## src/verilog/sram_pkg.sv

```systemverilog
package sram_pkg;

	// Array geometry
	localparam int ROWS   = 16;
	localparam int COLS   = 8;
	localparam int ADDR_W = 4;

	// Number of clock cycles the bitlines are given to develop
	localparam int SENSE_CYCLES = 3;

	// Counter width for the sense timer, wide enough for SENSE_CYCLES-1
	localparam int SENSE_CNT_W = $clog2(SENSE_CYCLES + 1);

	// One data word as it sits on the bitlines
	typedef logic [COLS-1:0] word_t;

	// Row address as presented on the addr pins
	typedef logic [ADDR_W-1:0] row_addr_t;

	// One-hot wordline select, one bit per row
	typedef logic [ROWS-1:0] wordline_t;

	// Down-count value of the sense timer
	typedef logic [SENSE_CNT_W-1:0] sense_cnt_t;

	// Access sequencing in the controller
	typedef enum logic [2:0] {
		IDLE,
		WRITE,
		PRECHARGE,
		SENSE,
		DONE
	} ctrl_state_t;

endpackage
```

## src/verilog/sram_bitline_if.sv

```systemverilog
`timescale 1ns/1ps

interface sram_bitline_if;
	import sram_pkg::*;

	// Row select and phase strobes from the controller
	row_addr_t row_addr;
	logic      row_en;
	logic      write_en;
	logic      precharge;
	logic      sample;

	// Bitline pair driven by the selected cells
	word_t bl;
	word_t blb;

	modport ctrl (
		output row_addr,
		output row_en,
		output write_en,
		output precharge,
		output sample
	);

	modport array (
		input  row_addr,
		input  row_en,
		input  write_en,
		input  precharge,
		output bl,
		output blb
	);

	modport sense (
		input bl,
		input blb,
		input sample
	);

endinterface

```

## src/verilog/sram_top.sv

```systemverilog
`timescale 1ns/1ps

module sram_top (
	input  logic                clk,
	input  logic                rst_n,
	input  logic                serial_in,
	input  logic                shift,
	input  logic                w_en,
	input  logic                r_en,
	input  sram_pkg::row_addr_t addr,
	output logic                data_valid,
	output sram_pkg::word_t     data_out
);
	import sram_pkg::*;

	// Serial write path
	word_t parallel_out;

	// Controller to timer and write driver
	logic sense_start;
	logic sense_done;
	logic accept_write;

	// Wordlines, bitline pair and phase strobes
	sram_bitline_if bus1 ();

	sipo sipo1 (
		.clk          (clk),
		.rst_n        (rst_n),
		.serial_in    (serial_in),
		.shift        (shift),
		.parallel_out (parallel_out)
	);

	sram_ctrl ctrl1 (
		.clk          (clk),
		.rst_n        (rst_n),
		.w_en         (w_en),
		.r_en         (r_en),
		.addr         (addr),
		.sense_done   (sense_done),
		.sense_start  (sense_start),
		.accept_write (accept_write),
		.bus          (bus1.ctrl)
	);

	// Holds the sense phase open for SENSE_CYCLES clocks
	sense_timer timer1 (
		.clk   (clk),
		.rst_n (rst_n),
		.start (sense_start),
		.done  (sense_done)
	);

	cell_array cell1 (
		.clk          (clk),
		.rst_n        (rst_n),
		.write_data   (parallel_out),
		.accept_write (accept_write),
		.bus          (bus1.array)
	);

	sense_amp amp1 (
		.clk        (clk),
		.rst_n      (rst_n),
		.bus        (bus1.sense),
		.data_valid (data_valid),
		.data_out   (data_out)
	);

endmodule

```

## src/verilog/sense_amp.sv

```systemverilog
`timescale 1ns/1ps

module sense_amp (
	input  logic            clk,
	input  logic            rst_n,
	sram_bitline_if.sense   bus,
	output logic            data_valid,
	output sram_pkg::word_t data_out
);
	import sram_pkg::*;

	word_t resolved;

	// A column resolves to bl only where the pair has split,
	// an unsplit column reads as zero
	always_comb begin
		for (int c = 0; c < COLS; c++) begin
			if (bus.bl[c] != bus.blb[c]) begin
				resolved[c] = bus.bl[c];
			end else begin
				resolved[c] = 1'b0;
			end
		end
	end

	// data_out holds until the next read samples
	always_ff @(posedge clk or negedge rst_n) begin
		if (!rst_n) begin
			data_out <= '0;
		end else if (bus.sample) begin
			data_out <= resolved;
		end
	end

	// Valid lands in the DONE cycle for one clock
	always_ff @(posedge clk or negedge rst_n) begin
		if (!rst_n) begin
			data_valid <= 1'b0;
		end else begin
			data_valid <= bus.sample;
		end
	end

endmodule

```

## src/verilog/cell_array.sv

```systemverilog
`timescale 1ns/1ps

module cell_array (
	input  logic            clk,
	input  logic            rst_n,
	input  sram_pkg::word_t write_data,
	input  logic            accept_write,
	sram_bitline_if.array   bus
);
	import sram_pkg::*;

	word_t     cells [ROWS];
	word_t     wdata_q;
	wordline_t wordline;
	word_t     read_word;

	// Write driver latch, captured on the edge that accepts the write
	always_ff @(posedge clk or negedge rst_n) begin
		if (!rst_n) begin
			wdata_q <= '0;
		end else if (accept_write) begin
			wdata_q <= write_data;
		end
	end

	// Row decoder
	always_comb begin
		wordline = '0;
		wordline[bus.row_addr] = 1'b1;
	end

	// Storage cells, only the row on the active wordline takes the word
	always_ff @(posedge clk or negedge rst_n) begin
		if (!rst_n) begin
			for (int r = 0; r < ROWS; r++) begin
				cells[r] <= '0;
			end
		end else if (bus.row_en && bus.write_en) begin
			for (int r = 0; r < ROWS; r++) begin
				if (wordline[r]) begin
					cells[r] <= wdata_q;
				end
			end
		end
	end

	// Wired-OR of all rows gated by their wordline
	always_comb begin
		read_word = '0;
		for (int r = 0; r < ROWS; r++) begin
			if (wordline[r]) begin
				read_word = read_word | cells[r];
			end
		end
	end

	// Bitline pair
	// precharge pulls both lines high, a read row splits them,
	// otherwise both lines rest low
	always_comb begin
		if (bus.precharge) begin
			bus.bl  = '1;
			bus.blb = '1;
		end else if (bus.row_en && !bus.write_en) begin
			bus.bl  = read_word;
			bus.blb = ~read_word;
		end else begin
			bus.bl  = '0;
			bus.blb = '0;
		end
	end

endmodule

```

## src/verilog/sipo.sv

```systemverilog
`timescale 1ns/1ps

module sipo (
	input  logic            clk,
	input  logic            rst_n,
	input  logic            serial_in,
	input  logic            shift,
	output sram_pkg::word_t parallel_out
);
	import sram_pkg::*;

	word_t shift_q;

	// New bit enters at bit 0, older bits move toward the MSB
	always_ff @(posedge clk or negedge rst_n) begin
		if (!rst_n) begin
			shift_q <= '0;
		end else if (shift) begin
			shift_q <= {shift_q[COLS-2:0], serial_in};
		end
	end

	// After COLS shifts the first bit sits in the MSB
	assign parallel_out = shift_q;

endmodule

```

## src/verilog/sense_timer.sv

```systemverilog
`timescale 1ns/1ps

module sense_timer (
	input  logic clk,
	input  logic rst_n,
	input  logic start,
	output logic done
);
	import sram_pkg::*;

	sense_cnt_t count;
	logic       running;

	// Loads on start and counts down to zero, then stops
	always_ff @(posedge clk or negedge rst_n) begin
		if (!rst_n) begin
			count   <= '0;
			running <= 1'b0;
		end else if (start) begin
			count   <= sense_cnt_t'(SENSE_CYCLES - 1);
			running <= 1'b1;
		end else if (running) begin
			if (count == '0) begin
				running <= 1'b0;
			end else begin
				count <= count - 1'b1;
			end
		end
	end

	// High during the last sense cycle only
	assign done = running && (count == '0);

endmodule

```

## src/verilog/sram_ctrl.sv

```systemverilog
`timescale 1ns/1ps

module sram_ctrl (
	input  logic                clk,
	input  logic                rst_n,
	input  logic                w_en,
	input  logic                r_en,
	input  sram_pkg::row_addr_t addr,
	input  logic                sense_done,
	output logic                sense_start,
	output logic                accept_write,
	sram_bitline_if.ctrl        bus
);
	import sram_pkg::*;

	ctrl_state_t state;
	ctrl_state_t state_next;
	row_addr_t   addr_q;
	logic        accept_read;

	// Pulses only count in IDLE, write takes priority over read
	assign accept_write = (state == IDLE) && w_en;
	assign accept_read  = (state == IDLE) && r_en && !w_en;

	always_ff @(posedge clk or negedge rst_n) begin
		if (!rst_n) begin
			state <= IDLE;
		end else begin
			state <= state_next;
		end
	end

	// Row address is held for the whole access
	always_ff @(posedge clk or negedge rst_n) begin
		if (!rst_n) begin
			addr_q <= '0;
		end else if (accept_write || accept_read) begin
			addr_q <= addr;
		end
	end

	always_comb begin
		state_next = state;
		unique case (state)
			IDLE: begin
				if (accept_write) begin
					state_next = WRITE;
				end else if (accept_read) begin
					state_next = PRECHARGE;
				end
			end
			// Single cycle with the write driver on the bitlines
			WRITE: begin
				state_next = IDLE;
			end
			PRECHARGE: begin
				state_next = SENSE;
			end
			// Stay until the timer flags the last sense cycle
			SENSE: begin
				if (sense_done) begin
					state_next = DONE;
				end
			end
			DONE: begin
				state_next = IDLE;
			end
			default: begin
				state_next = IDLE;
			end
		endcase
	end

	// Timer is loaded on the edge that enters SENSE
	assign sense_start = (state == PRECHARGE);

	// Phase strobes onto the bitline bus
	always_comb begin
		bus.row_addr  = addr_q;
		bus.row_en    = (state == WRITE) || (state == SENSE);
		bus.write_en  = (state == WRITE);
		bus.precharge = (state == PRECHARGE);
		bus.sample    = (state == SENSE) && sense_done;
	end

endmodule

```

## config.mk

```make
export PLATFORM = sky130hd
export DESIGN_NAME = sram_top
export DESIGN_NICKNAME = d
export VERILOG_FILES = /design/src/verilog/sram_pkg.sv /design/src/verilog/sram_bitline_if.sv /design/src/verilog/sram_top.sv /design/src/verilog/sense_amp.sv /design/src/verilog/cell_array.sv /design/src/verilog/sipo.sv /design/src/verilog/sense_timer.sv /design/src/verilog/sram_ctrl.sv
export SDC_FILE = /design/constraint.sdc
export NUM_CORES = 1
export LEC_CHECK = 0
export BUFFER_PORTS_ARGS = -buffer_cell sky130_fd_sc_hd__buf_2
export CAP_MARGIN = 5
export CORE_ASPECT_RATIO = 1.25
export CORE_UTILIZATION = 30
export DETAILED_ROUTE_END_ITERATION = 16
export GPL_ROUTABILITY_DRIVEN = 0
export HOLD_SLACK_MARGIN = 0.05
export PLACE_DENSITY = 0.53
export RECOVER_POWER = 25
export SETUP_SLACK_MARGIN = 0.5
export SLEW_MARGIN = 20
export SYNTH_ARGS = -nofsm -noshare
export SYNTH_HDL_FRONTEND = slang
export SYNTH_HIERARCHICAL = 1
export SYNTH_SLANG_ARGS = --single-unit
```

## constraint.sdc

```tcl
create_clock -name clk -period 2.2 [get_ports clk]
set_clock_uncertainty 0.1 [all_clocks]
set_input_delay 0.22 -clock clk [delete_from_list [all_inputs] [get_ports clk]]
set_output_delay 0.22 -clock clk [all_outputs]
set_load 0.02 [all_outputs]
```

Word-level counts from Yosys, hierarchy flattened. Cells that the tools add are included.

Bits in registers: 163. Latch bits: 0. Memory bits (writable): 0. Memory bits (read-only): 0. Input bits: 10. Output and inout port bits: 9. Word-level logic and storage cells: 130. Memories: 0.

Add/sub/neg operators: 1. $mul: 0. Divide/modulo/power cells: 0. Order comparisons: 2. Eq/ne operators: 14. Shifts and indexed selects: 0. Muxes and demuxes: 40. Bitwise logic cells: 16. Reduce and logical (&&, ||, !) cells: 33.

Operator list (count): $mux 8 (20); $or 8x8->8 (15); $reduce_and 2->1 (18); $mux 1 (12); $mux 3 (3); $pmux 3 s3 (1); $logic_and 1x1->1 (8); $ne 1x1->1 (8); $not 8->8 (1); $eq 3x2->1 const B (2); $mux 2 (3); $lt 4x5->1 const B (1); $demux 1 s4 (1); $ge 4x1->1 const B (1); $eq 3x1->1 const B (1); $logic_not 3->1 (1); $ne 3x1->1 const B (1); $logic_not 1->1 (2); $logic_not 2->1 (1); $logic_or 1x1->1 (2); $ne 2x1->1 const B (1); $ne 2x2->1 const B (1); $reduce_bool 2->1 (1); $sub 2x1->2 const B (1).

Logic depth before layout (Yosys ltp). Gate-level depths: netlist of run 1.

Depth in word-level cells: 40. Mapped depth: 9. Depth with buffers taken out: 7.

Modules after synthesis. Netlist of run 1, hierarchy kept.

Modules (own cells, without submodules): cell_array (instances 1, cells an instance 457, area each 6284.8 sq um, sequential area each 3403.3 sq um); sense_amp (instances 1, cells an instance 34, area each 380.4 sq um, sequential area each 225.2 sq um); sram_ctrl (instances 1, cells an instance 26, area each 351.6 sq um, sequential area each 175.2 sq um); sipo (instances 1, cells an instance 17, area each 331.6 sq um, sequential area each 200.2 sq um); sense_timer (instances 1, cells an instance 15, area each 168.9 sq um, sequential area each 75.1 sq um).

Least setup slack after synthesis of run 1. No wires, ideal clock.

Path kind: reg-to-reg. Start point: register ctrl1.state[0]. End point: register cell1/cells[56] (netlist name). Setup time: 0.125 ns. Arrival: 2.109 ns. Required time: 1.975 ns. Path slack: -0.134 ns. Stages on the path, launching flop included: 9. Buffers on the path: 2. Period minus slack after synthesis: 2.334 ns. Cells stage by stage: dfrtp_1 nor2b_1 and2b_2 nand2_1 or2_1 buf_2 or3_1 buf_6 mux2_4.

Word-level cells in the longest chain between the ends: 4. Elaborated cells between the ends (all ways): 5. Those cells by class: eq/ne (2); reduce/logical (3).

RTL lines: start: declaration (RTL line sram_ctrl.sv:16) `ctrl_state_t state;`; start signal: assignment (RTL line sram_ctrl.sv:29) `state <= state_next;`; $eq 3x1->1 / $eq 3x2->1 (equally long branches) (RTL line sram_ctrl.sv:80) `bus.row_en = (state == WRITE) || (state == SENSE);`; $logic_or 1x1->1 (*) (RTL line sram_ctrl.sv:80); named net bus1.row_en (RTL line sram_bitline_if.sv:8) `logic row_en;`; $logic_and 1x1->1 (*) (RTL line cell_array.sv:38) `end else if (bus.row_en && bus.write_en) begin`; $reduce_and 2->1 (no source line) (*); end signal: indexed assignment (RTL line cell_array.sv:41) `cells[r] <= wdata_q;`; end: declaration (RTL line cell_array.sv:12) `word_t cells [ROWS];`.

The timed path passes the listed nets; every way through them passes the cells marked *. A chain may end at the register's enable or synchronous reset.

Worst setup path after layout of run 1.
Start point: register ctrl1.addr_q[1], in the netlist ctrl1/bus.row_addr[1]. End point: register amp1.data_out[0].

Word-level cells in the longest chain between the ends: 40. Elaborated cells between the ends (all ways): 43. Those cells by class: order compare (2); eq/ne (1); mux (23); bitwise (16); reduce/logical (1).

RTL lines: start: declaration (RTL line sram_ctrl.sv:18) `row_addr_t addr_q;`; start signal: assignment (RTL line sram_ctrl.sv:38) `addr_q <= addr;`; $lt 4x5->1 (implied by the code) / $ge 4x1->1 (equally long branches) (RTL line cell_array.sv:29) `wordline[bus.row_addr] = 1'b1;`; $logic_and 1x1->1 (implied by the code) (RTL line cell_array.sv:29); $mux 1 (implied by the code) (RTL line cell_array.sv:29); $demux 1 s4 (*); $mux 8 (RTL line cell_array.sv:51) `if (wordline[r]) begin`; $or 8x8->8 (RTL line cell_array.sv:52) `read_word = read_word | cells[r];`; $mux 8 (RTL line cell_array.sv:51); $or 8x8->8 (RTL line cell_array.sv:52); [25 not listed]; $or 8x8->8 (RTL line cell_array.sv:52); $mux 8 (*) (RTL line cell_array.sv:51); $not 8->8 (*) (RTL line cell_array.sv:66) `bus.blb = ~read_word;`; $mux 8 (*) (RTL line cell_array.sv:64) `end else if (bus.row_en && !bus.write_en) begin`; $mux 8 (*) (RTL line cell_array.sv:61) `if (bus.precharge) begin`; named net bus1.blb[0] (RTL line sram_bitline_if.sv:15) `word_t blb;`; $ne 1x1->1 (*) (RTL line sense_amp.sv:18) `if (bus.bl[c] != bus.blb[c]) begin`; $mux 1 (*) (RTL line sense_amp.sv:18); end signal: assignment (RTL line sense_amp.sv:31) `data_out <= resolved;`; end: declaration (RTL line sense_amp.sv:8) `output sram_pkg::word_t data_out`.

Marks and branches as above.

==> results.py, run 1 <==
metrics = {
    "synthesis": {
        "yosys_most_used_dff": "dfrtp_1",
        "ys_ff_latch": 163,
        "synth_edf_count": 0,
        "async_flop_share_pct": 100,
        "yosysWarnings": 6,
        "synth_nets": 560,
        "syn_area_um2": 7520,
        "synth_seq_area_share_pct": 54.3,
        "yosysUniqueCellTypes": 50,
        "syn_inst": 549,
        "syn_area_per_cell_um2": 13.7,
    },
    "flow_run": {
        "cap_violations": 1,
    },
    "route": {
        "vias": 4924,
        "ant_nets": 0,
        "wl_mm": 20.1,
        "route.detailed.drc": 0,
        "drt_first_iter_violations": 214,
        "viasPerCell": 5.10,
        "routedWlPerCell_um": 20.8,
        "first_pass_iters": 4,
    },
    "power_and_ir_drop": {
        "p_int_uw": 4930,
        "vdd_drop_max_uv": 454,
        "finalPower_uw": 6260,
        "clkPwrFrac_pct": 49.0,
        "p_sw_uw": 1330,
        "p_sw_share_pct": 21.2,
        "p_leak_uw": 0.00453,
        "power_frac_comb_pct": 2.0,
        "powerDensity_nw_per_um2": 621,
        "p_seq_share_pct": 49.0,
    },
    "timing": {
        "holdWs_ns": 0.0750,
        "relSlewSlack_pct": -2.82,
        "rsz0062_at_grt": "yes",
        "fin_ws_ns": 0.0400,
        "slew_viol_final": 61,
        "hold_viol_final": 0,
        "finalCriticalPeriod_ns": 2.16,
        "worst_slew_pin_slew_ns": 1.54,
        "fmax_ghz": 0.463,
        "period_share_pct": 98.2,
        "setup_viol": 0,
    },
    "cells_and_area": {
        "syn2layout_area_growth_pct": 34.1,
        "fin_area_um2": 10100,
        "layout-drive-gt1-share_pct": 52.8,
        "antenna_cells": 0,
        "final_util_pct": 41.1,
        "final_nets": 634,
        "final_cell_mix": "160 x dfrtp_1, 125 x mux2_4, 31 x mux2i_1",
        "final_common_cell": "dfrtp_1",
    },
    "clocking": {
        "clk_path_buf_depth": 2,
        "cts-root-buf": "clkbuf_16",
        "htreeDepth": 4,
        "numCtsBuffers": 17,
        "insertion_delay_ns": 0.43,
        "clock-sinks": 163,
        "cts_tree": "yes",
        "clkTransAtPathRegs_ns": 0.07,
    },
    "grt": {
        "antenna_found_initial": 0,
        "grt_start_max_net_pins": 63,
        "first_global_vias": 5278,
        "grt_pass1_wl_mm": 32.0,
        "grt_overflow": 0,
        "grt_usage_pct": 16.8,
    },
    "worst_setup_path": {
        "cp.arrival_ns": 2.41,
        "critPathRequiredTime_ns": 2.45,
        "start_kind": "register",
        "crit_path_end_kind": "register",
        "crit_type": "register to register",
        "worstPathMaxFanout": 18,
    },
    "placement": {
        "io_buffers": 18,
        "dp_slack_ns": -0.131,
        "placed_area_um2": 8420,
        "dpl.hpwl_mm": 12.8,
    },
    "min_path": {
        "holdCritPathClass": "input port to register",
    },
    "floorplanning": {
        "chipHeight_um": 179,
        "io_pins": 19,
        "initial_utilization_pct": 30.7,
        "die_area_um2": 25700,
        "rows": 64,
        "die_w_um": 144,
        "core_um2": 24500,
    },
    "run_status": {
        "violations": "max-capacitance violations, max-slew violations",
        "outcome": "finished with violations",
    },
}
-- layer usage --
| metal | GRT usage (%) | vias to the layer above | routed length [µm] |
|---|---|---|---|
| met2 | 27.6 | 90 | 10000 |
| li1 | - | 2183 | - |
| met1 | 22.5 | 2630 | 9300 |
| met3 | 2.70 | 21 | 424 |
| met4 | 5.54 | 0 | 373 |
| met5 | 0 | - | 0 |
-- flip-flops by register name (all words and copies together) (netlist names) --
signal              count
cell1/cells           128
timer1/running          1
sipo1/parallel_out      8
amp1/data_out           8
timer1/count            2
ctrl1/state             3
cell1/wdata_q           8
amp1/data_valid         1
ctrl1/bus.row_addr      4
-- kinds of logic after synthesis --
kind of cell | Yosys count | share of synthesized area, %
AO/OA/AOI/OAI | 80 | 8.17
adder cells (fa/ha/maj) | 1 | 0.166
buffers and inverters | 46 | 3.03
flip-flops | 163 | 54.3
multiplexers | 181 | 27.6
AND/OR/NAND/NOR | 78 | 6.72
-- synthesized netlist by cell type (all sizes together), types with 2 or more instances --
cell type | instances | area share (%)
nand3b | 8 | 0.85
nor2 | 21 | 1.3
a22o | 2 | 0.23
nand2b | 6 | 0.70
a31o | 7 | 0.82
a21oi | 3 | 0.20
nor2b | 7 | 0.58
inv | 11 | 0.55
and3 | 2 | 0.20
nand2 | 7 | 0.38
mux2 | 150 | 24
buf | 17 | 1.6
o22ai | 17 | 1.5
mux2i | 31 | 4.1
a22oi | 2 | 0.20
or2 | 2 | 0.17
or3 | 2 | 0.17
o21bai | 2 | 0.20
and2 | 2 | 0.20
nand3 | 4 | 0.27
a221oi | 28 | 3.3
nand4 | 2 | 0.17
or4 | 7 | 0.70
dfrtp | 163 | 54
a31oi | 7 | 0.58
clkbuf | 18 | 0.90
nor3 | 3 | 0.40
o21ai | 7 | 0.52
-- power by group through the flow --
stage / combinational (µW) / clock (µW) / sequential, µW
global placement: 151 / 0 / 3120
CTS: 165 / 3120 / 3070
finish: 125 / 3070 / 3060
floorplan: 65.7 / 0 / 3110
detailed placement: 154 / 0 / 3120
global route: 145 / 3230 / 3070
-- path summary, 6_finish.rpt --
| kind | end | slack [ns] | cells past startpoint | start |
|---|---|---|---|---|
| max in group asynchronous | cell1/cells[55]$_DFFE_PN0P_ | 0.36 | 3 | rst_n |
| max reg2reg | amp1/data_out[0]$_DFFE_PN0P_ | 0.04 | 7 | ctrl1/bus.row_addr[1]$_DFFE_PN0P_ |
| min in group asynchronous | cell1/cells[25]$_DFFE_PN0P_ | 0.60 | 2 | rst_n |
| max | amp1/data_out[0]$_DFFE_PN0P_ | 0.04 | 7 | ctrl1/bus.row_addr[1]$_DFFE_PN0P_ |
| min | sipo1/parallel_out[2]$_DFFE_PN0P_ | 0.08 | 2 | shift |
| min reg2reg | sipo1/parallel_out[7]$_DFFE_PN0P_ | 0.40 | 1 | sipo1/parallel_out[7]$_DFFE_PN0P_ |
-- critical path: stages (launching register included) --
cell and delay, ns:
dfrtp_1 0.41, nor2b_4 0.24, buf_12 0.18, a221oi_1 0.09, or4_4 0.58, a31o_2 0.22, nand3b_1 0.18, o21ai_1 0.10
-- metrics by stage --
step / setup TNS, ns / cells
after floorplan: 0 / 549
after global placement: -0.212 / 903
after detailed placement: -0.402 / 903
after CTS: 0 / 959
after global routing: -0.116 / 966
final: 0 / 966
-- layout make-up --
| class | count | area [µm²] |
|---|---|---|
| Clock buffer | 21 | 460 |
| Sequential cell | 163 | 4080 |
| Clock inverter | 11 | 149 |
| Inverter | 11 | 41.3 |
| Timing Repair Buffer | 90 | 965 |
| Fill cell | 2292 | 14400 |
| Multi-Input combinational cell | 340 | 3970 |
| Tap cell | 330 | 413 |
-- repair_timing --
action	in CTS	in global routing
hold buffers	7	0
setup endpoints to repair	144	136
endpoints found under the hold margin	65	0
buffers inserted	15	7
resized for setup	169	21
pin swaps	16	10
gates cloned	2	0
(Power assumes the default switching activity.)
==> inputs of run 2 (changes only) <==
--- a/config.mk
+++ b/config.mk
@@ -12,7 +12,7 @@
 export DETAILED_ROUTE_END_ITERATION = 16
 export GPL_ROUTABILITY_DRIVEN = 0
 export HOLD_SLACK_MARGIN = 0.05
-export PLACE_DENSITY = 0.53
+export PLACE_DENSITY = 0.58
 export RECOVER_POWER = 25
 export SETUP_SLACK_MARGIN = 0.5
 export SLEW_MARGIN = 20
==> results.py, run 2 (same netlist as run 1, synthesis figures left out) <==
metrics = {
    "run_status": {
        "outcome": "finished with violations",
        "violations": "negative setup slack",
    },
    "worst_setup_path": {
        "path_delay_family": "simple AND/OR/NAND/NOR gates",
        "cp.arrival_ns": 2.50,
        "worstPathMaxFanout": 7,
        "cpPeakStageDelay_ns": 0.55,
        "crit_path_end_kind": "register",
        "crit_type": "register to register",
        "start_kind": "register",
        "cp_num_buf_inv": 2,
        "r2r_setup_slack_ns": -0.03,
        "crit_slowest_cell": "or4_4",
        "crit_cells": 8,
        "crit_path_cell_trace": "nor2b_4 > buf_12 > buf_16 > a221oi_2 > or4_4 > a31o_4 > nand3b_1 > o21ai_1",
        "critPathRequiredTime_ns": 2.47,
        "reg2reg_depth": 8,
    },
    "clocking": {
        "clk_path_buf_depth": 2,
        "htreeDepth": 4,
        "clkTransAtPathRegs_ns": 0.08,
        "numCtsBuffers": 17,
        "cts-root-buf": "clkbuf_16",
        "insertion_delay_ns": 0.44,
        "clock-sinks": 163,
        "cts_tree": "yes",
    },
    "flow_run": {
        "cap_violations": 0,
    },
    "cells_and_area": {
        "largest_register": "cell1/cells",
        "final_cell_mix": "159 x dfrtp_1, 114 x mux2_4, 37 x buf_4",
        "antenna_cells": 0,
        "largest_reg_flops": 128,
        "fin_area_um2": 10200,
        "layout-drive-gt1-share_pct": 54.0,
        "final_common_cell": "dfrtp_1",
        "num-fill-cells": 2255,
        "syn2layout_area_growth_pct": 35.5,
        "final_nets": 646,
    },
    "placement": {
        "placed_area_um2": 8310,
        "dp_slack_ns": -0.111,
        "dpl.hpwl_mm": 11.9,
        "io_buffers": 18,
    },
    "floorplanning": {
        "die_area_um2": 25700,
        "chipHeight_um": 179,
        "die_w_um": 144,
        "core_um2": 24500,
        "rows": 64,
        "initial_utilization_pct": 30.7,
        "io_pins": 19,
    },
    "power_and_ir_drop": {
        "p_sw_share_pct": 25.2,
        "clkPwrFrac_pct": 48.6,
        "powerDensity_nw_per_um2": 607,
        "p_int_uw": 4620,
        "power_frac_comb_pct": 1.9,
        "vdd_drop_max_uv": 431,
        "p_leak_uw": 0.00458,
        "p_sw_uw": 1560,
        "p_seq_share_pct": 49.6,
    },
    "min_path": {
        "hold_depth": 2,
        "holdCritPathClass": "input port to register",
    },
    "grt": {
        "met3_usage_pct": 3.53,
        "grt_overflow": 0,
        "grtUsageMet1_pct": 19.7,
        "grt_usage_pct": 16.5,
        "first_global_vias": 5390,
        "grt_pass1_wl_mm": 31.7,
        "gr-max-usage-layer": "met2",
        "grt_start_max_net_pins": 49,
        "antenna_found_initial": 0,
        "grt_use_met2_pct": 28.5,
    },
    "route": {
        "drt_first_iter_violations": 342,
        "first_pass_iters": 5,
        "wl_mm": 19.8,
        "ant_nets": 0,
        "viasPerCell": 5.09,
        "route.detailed.drc": 0,
        "vias": 4982,
        "routedWlPerCell_um": 20.2,
    },
    "timing": {
        "slew_viol_final": 0,
        "period_share_pct": 101,
        "rsz0062_at_grt": "yes",
        "finalSetupTns_ns": -0.0812,
        "fmax_ghz": 0.449,
        "finalCriticalPeriod_ns": 2.23,
        "fin_ws_ns": -0.0290,
        "setup_viol": 5,
        "hold_viol_final": 0,
        "relSlewSlack_pct": 23.8,
        "worst_slew_pin_slew_ns": 1.14,
    },
}
[run 2: cell types whose count changed in the layout (fill, tap and decap cells not counted), sizes merged, moves of 3 or more]
cell,previous run,this run
clkbuf,21,18
clkinvlp,3,0
bufinv,3,0
inv,13,20
clkinv,3,6
buf,83,94
[run 2: final timing paths]
path	startpoint	end
hold / removal	shift	sipo1/parallel_out[3]$_DFFE_PN0P_
hold reg to reg	sipo1/parallel_out[7]$_DFFE_PN0P_	sipo1/parallel_out[7]$_DFFE_PN0P_
min in group asynchronous	rst_n	cell1/cells[114]$_DFFE_PN0P_
setup / recovery	ctrl1/bus.row_addr[1]$_DFFE_PN0P_	amp1/data_out[2]$_DFFE_PN0P_
setup reg to reg	ctrl1/bus.row_addr[1]$_DFFE_PN0P_	amp1/data_out[2]$_DFFE_PN0P_
max in group asynchronous	rst_n	ctrl1/bus.row_addr[0]$_DFFE_PN0P_
[run 2: stage by stage]
stage / total power (µW) / cells / utilization (%) / hold WS, ns
3_5_place_dp: 3280 / 895 / 33.9 / 0.0868
4_1_cts: 6290 / 969 / 41.2 / 0.0648
3_3_place_gp: 3270 / 895 / 33.9 / 0.0871
2_1_floorplan: 3180 / 549 / - / -0.176
5_1_grt: 6390 / 978 / 41.6 / 0.0744
6_report: 6180 / 978 / 41.6 / 0.0601
[run 2: final cells by class]
| cell class | count | area [µm²] | share of cell area, % |
|---|---|---|---|
| well taps | 330 | 413 | 4.05 |
| clock inverters | 15 | 184 | 1.81 |
| repair buffers | 101 | 1070 | 10.5 |
| flip-flops and latches | 163 | 4080 | 40.1 |
| inverters | 11 | 41.3 | 0.405 |
| clock buffers | 17 | 425 | 4.18 |
| multi-input cells | 341 | 3970 | 39.0 |
[run 2: what timing repair did]
item                                    in CTS  in global routing
hold buffers                                 6                  0
endpoints found under the hold margin      142                  0
gates cloned                                 6                  1
resized for setup                          174                 16
endpoints found under the setup margin     136                146
setup buffers                               30                  8
pin swaps                                   13                 17
[run 2: routing by layer]
layer | vias up | part of all wire [%]
met5 | - | 0
met4 | 0 | 3.1
met3 | 32 | 3.8
met2 | 117 | 52
met1 | 2599 | 41
li1 | 2234 | -
[run 2: power by group through the flow]
stage | sequential (µW) | combinational (µW) | clock (µW)
finish | 3060 | 115 | 3000
global route | 3070 | 134 | 3190
CTS | 3070 | 162 | 3060
detailed placement | 3120 | 152 | 0
global placement | 3120 | 147 | 0
floorplan | 3110 | 65.7 | 0
[run 2: worst reg2reg max path, stage by stage, from the launching register on]
cell and delay (ns):
dfrtp_2 0.45, nor2b_4 0.24, buf_12 0.15, buf_16 0.14, a221oi_2 0.07, or4_4 0.55, a31o_4 0.23, nand3b_1 0.15
o21ai_1 0.09
==> inputs of run 3 (changes only) <==
--- a/config.mk
+++ b/config.mk
@@ -8,11 +8,11 @@
 export BUFFER_PORTS_ARGS = -buffer_cell sky130_fd_sc_hd__buf_2
 export CAP_MARGIN = 5
 export CORE_ASPECT_RATIO = 1.25
-export CORE_UTILIZATION = 30
+export CORE_UTILIZATION = 40
 export DETAILED_ROUTE_END_ITERATION = 16
 export GPL_ROUTABILITY_DRIVEN = 0
 export HOLD_SLACK_MARGIN = 0.05
-export PLACE_DENSITY = 0.58
+export PLACE_DENSITY = 0.69
 export RECOVER_POWER = 25
 export SETUP_SLACK_MARGIN = 0.5
 export SLEW_MARGIN = 20
==> results.py, run 3 (same netlist as run 1, synthesis figures left out) <==
metrics = {
    "run_status": {
        "outcome": "finished with violations",
        "violations": "negative setup slack",
    },
    "worst_setup_path": {
        "cp_num_buf_inv": 1,
        "r2r_setup_slack_ns": -0.0008,
        "crit_path_cell_trace": "nor2b_4 > buf_12 > a221oi_1 > or4_4 > a31o_2 > nand3b_1 > o21ai_0",
        "r2r-start": "ctrl1/bus.row_addr[1]$_DFFE_PN0P_",
        "crit_path_end_kind": "register",
        "critPathRequiredTime_ns": 2.45,
        "path_delay_family": "simple AND/OR/NAND/NOR gates",
        "crit_type": "register to register",
        "r2r_end": "amp1/data_out[4]$_DFFE_PN0P_",
        "start_kind": "register",
        "cp.arrival_ns": 2.45,
        "reg2reg_depth": 7,
        "worstPathMaxFanout": 24,
        "cpPeakStageDelay_ns": 0.57,
        "crit_slowest_cell": "or4_4",
        "crit_start": "ctrl1/bus.row_addr[1]$_DFFE_PN0P_",
    },
    "placement": {
        "dpl.hpwl_mm": 11.3,
        "dp_cells": 795,
        "io_buffers": 18,
        "dp_slack_ns": -0.0739,
    },
    "route": {
        "first_pass_iters": 4,
        "routedWlPerCell_um": 21.6,
        "ant_nets": 0,
        "route.detailed.drc": 0,
        "viasPerCell": 5.65,
        "wl_mm": 18.4,
        "vias": 4828,
        "drt_first_iter_violations": 343,
    },
    "grt": {
        "grt_start_max_net_pins": 76,
        "first_global_vias": 5144,
        "grt_pass1_wl_mm": 29.9,
        "antenna_found_initial": 0,
        "grt_usage_pct": 20.0,
        "grt_overflow": 0,
    },
    "cells_and_area": {
        "final_util_pct": 53.6,
        "layout-drive-gt1-share_pct": 49.9,
        "largest_register": "cell1/cells",
        "final_common_cell": "dfrtp_1",
        "syn2layout_area_growth_pct": 30.0,
        "stdcell_count": 855,
        "largest_reg_flops": 128,
        "final_cell_mix": "159 x dfrtp_1, 134 x mux2_4, 31 x mux2i_1",
        "antenna_cells": 0,
        "final_nets": 625,
    },
    "clocking": {
        "insertion_delay_ns": 0.44,
        "cts_tree": "yes",
        "cts-root-buf": "clkbuf_16",
        "numCtsBuffers": 17,
        "htreeDepth": 4,
        "clk_path_buf_depth": 2,
        "clkTransAtPathRegs_ns": 0.06,
        "clock-sinks": 163,
    },
    "power_and_ir_drop": {
        "p_leak_uw": 0.00451,
        "powerDensity_nw_per_um2": 673,
        "vdd_drop_max_uv": 504,
    },
    "floorplanning": {
        "die_w_um": 125,
        "rows": 55,
        "die_area_um2": 19300,
        "chipHeight_um": 155,
        "initial_utilization_pct": 41.2,
        "io_pins": 19,
        "core_um2": 18200,
    },
    "timing": {
        "rsz0062_at_grt": "yes",
        "finalCriticalPeriod_ns": 2.20,
        "relSlewSlack_pct": 1.33,
        "fin_ws_ns": -0.000791,
        "worst_slew_pin_slew_ns": 1.48,
        "setup_viol": 1,
        "slew_viol_final": 0,
        "hold_viol_final": 0,
        "fmax_ghz": 0.454,
        "period_share_pct": 100,
    },
    "min_path": {
        "holdCritPathClass": "input port to register",
        "hold_depth": 3,
        "hold_start": "w_en",
        "holdPathEnd": "ctrl1/state[0]$_DFFE_PN0P_",
    },
    "flow_run": {
        "cap_violations": 0,
    },
}
==> run 3: cell types whose count changed in the layout (fill, tap and decap cells not counted), moves of 5 or more <==
cell / change
a221oi_1: +8
a221oi_2: -7
buf_16: -5
buf_4: -12
bufinv_16: +6
clkinv_8: -5
mux2_2: -20
mux2_4: +20
o21ai_0: +5
o21ai_1: -5
==> run 3: tightest hold or removal path, stage by stage <==
cell,delay [ns]
buf_2,0.12
o21bai_1,0.08
a21oi_1,0.13
==> run 3: worst max path at each step <==
| stage | end | cells past startpoint |
|---|---|---|
| 5_1_grt | amp1/data_out[4]$_DFFE_PN0P_ | 7 |
| 3_3_place_gp | cell1/cells[92]$_DFFE_PN0P_ | 6 |
| 3_5_place_dp | amp1/data_out[0]$_DFFE_PN0P_ | 7 |
| 2_1_floorplan | cell1/cells[56]$_DFFE_PN0P_ | 8 |
| 4_1_cts | amp1/data_out[0]$_DFFE_PN0P_ | 7 |
| 6_report | amp1/data_out[4]$_DFFE_PN0P_ | 7 |
==> run 3: where the power goes <==
group / total (µW) / internal (µW) / switching [µW]
Clock: 3390 / 2160 / 1230
Sequential: 3070 / 3040 / 29.2
Combinational: 118 / 41.0 / 77.1
==> run 3: metrics by stage <==
step,total power (µW),TNS [ns],hold WS (ns),area [µm²]
6_report,6570,-0.000791,0.0585,9780
3_5_place_dp,3270,-0.555,0.131,8200
5_1_grt,6760,-0.317,0.0802,9780
3_3_place_gp,3260,-0.167,0.124,8200
2_1_floorplan,3180,0,-0.176,7730
4_1_cts,6630,0,0.0550,9570
==> run 3: timing repair <==
| item | in CTS | in global routing |
|---|---|---|
| endpoints found under the hold margin | 62 | 0 |
| hold buffers | 6 | 0 |
| pin swaps | 9 | 10 |
| gates resized for setup | 122 | 45 |
| endpoints found under the setup margin | 136 | 146 |
| setup buffers | 12 | 9 |
| cloned | 1 | 0 |
==> run 3: final cells by class <==
cell class	count	area, µm²
Timing Repair Buffer	81	820
Clock buffer	19	443
Tap cell	228	285
Fill cell	1376	8460
Inverter	11	41.3
Clock inverter	13	229
Multi-Input combinational cell	340	3870
Sequential cell	163	4080
==> run 3: metal layers <==
metal / global-route usage (%) / routed length [µm]
met5: 0 / 0
met2: 32.7 / 9220
met4: 8.32 / 505
met1: 26.4 / 8100
met3: 3.51 / 616
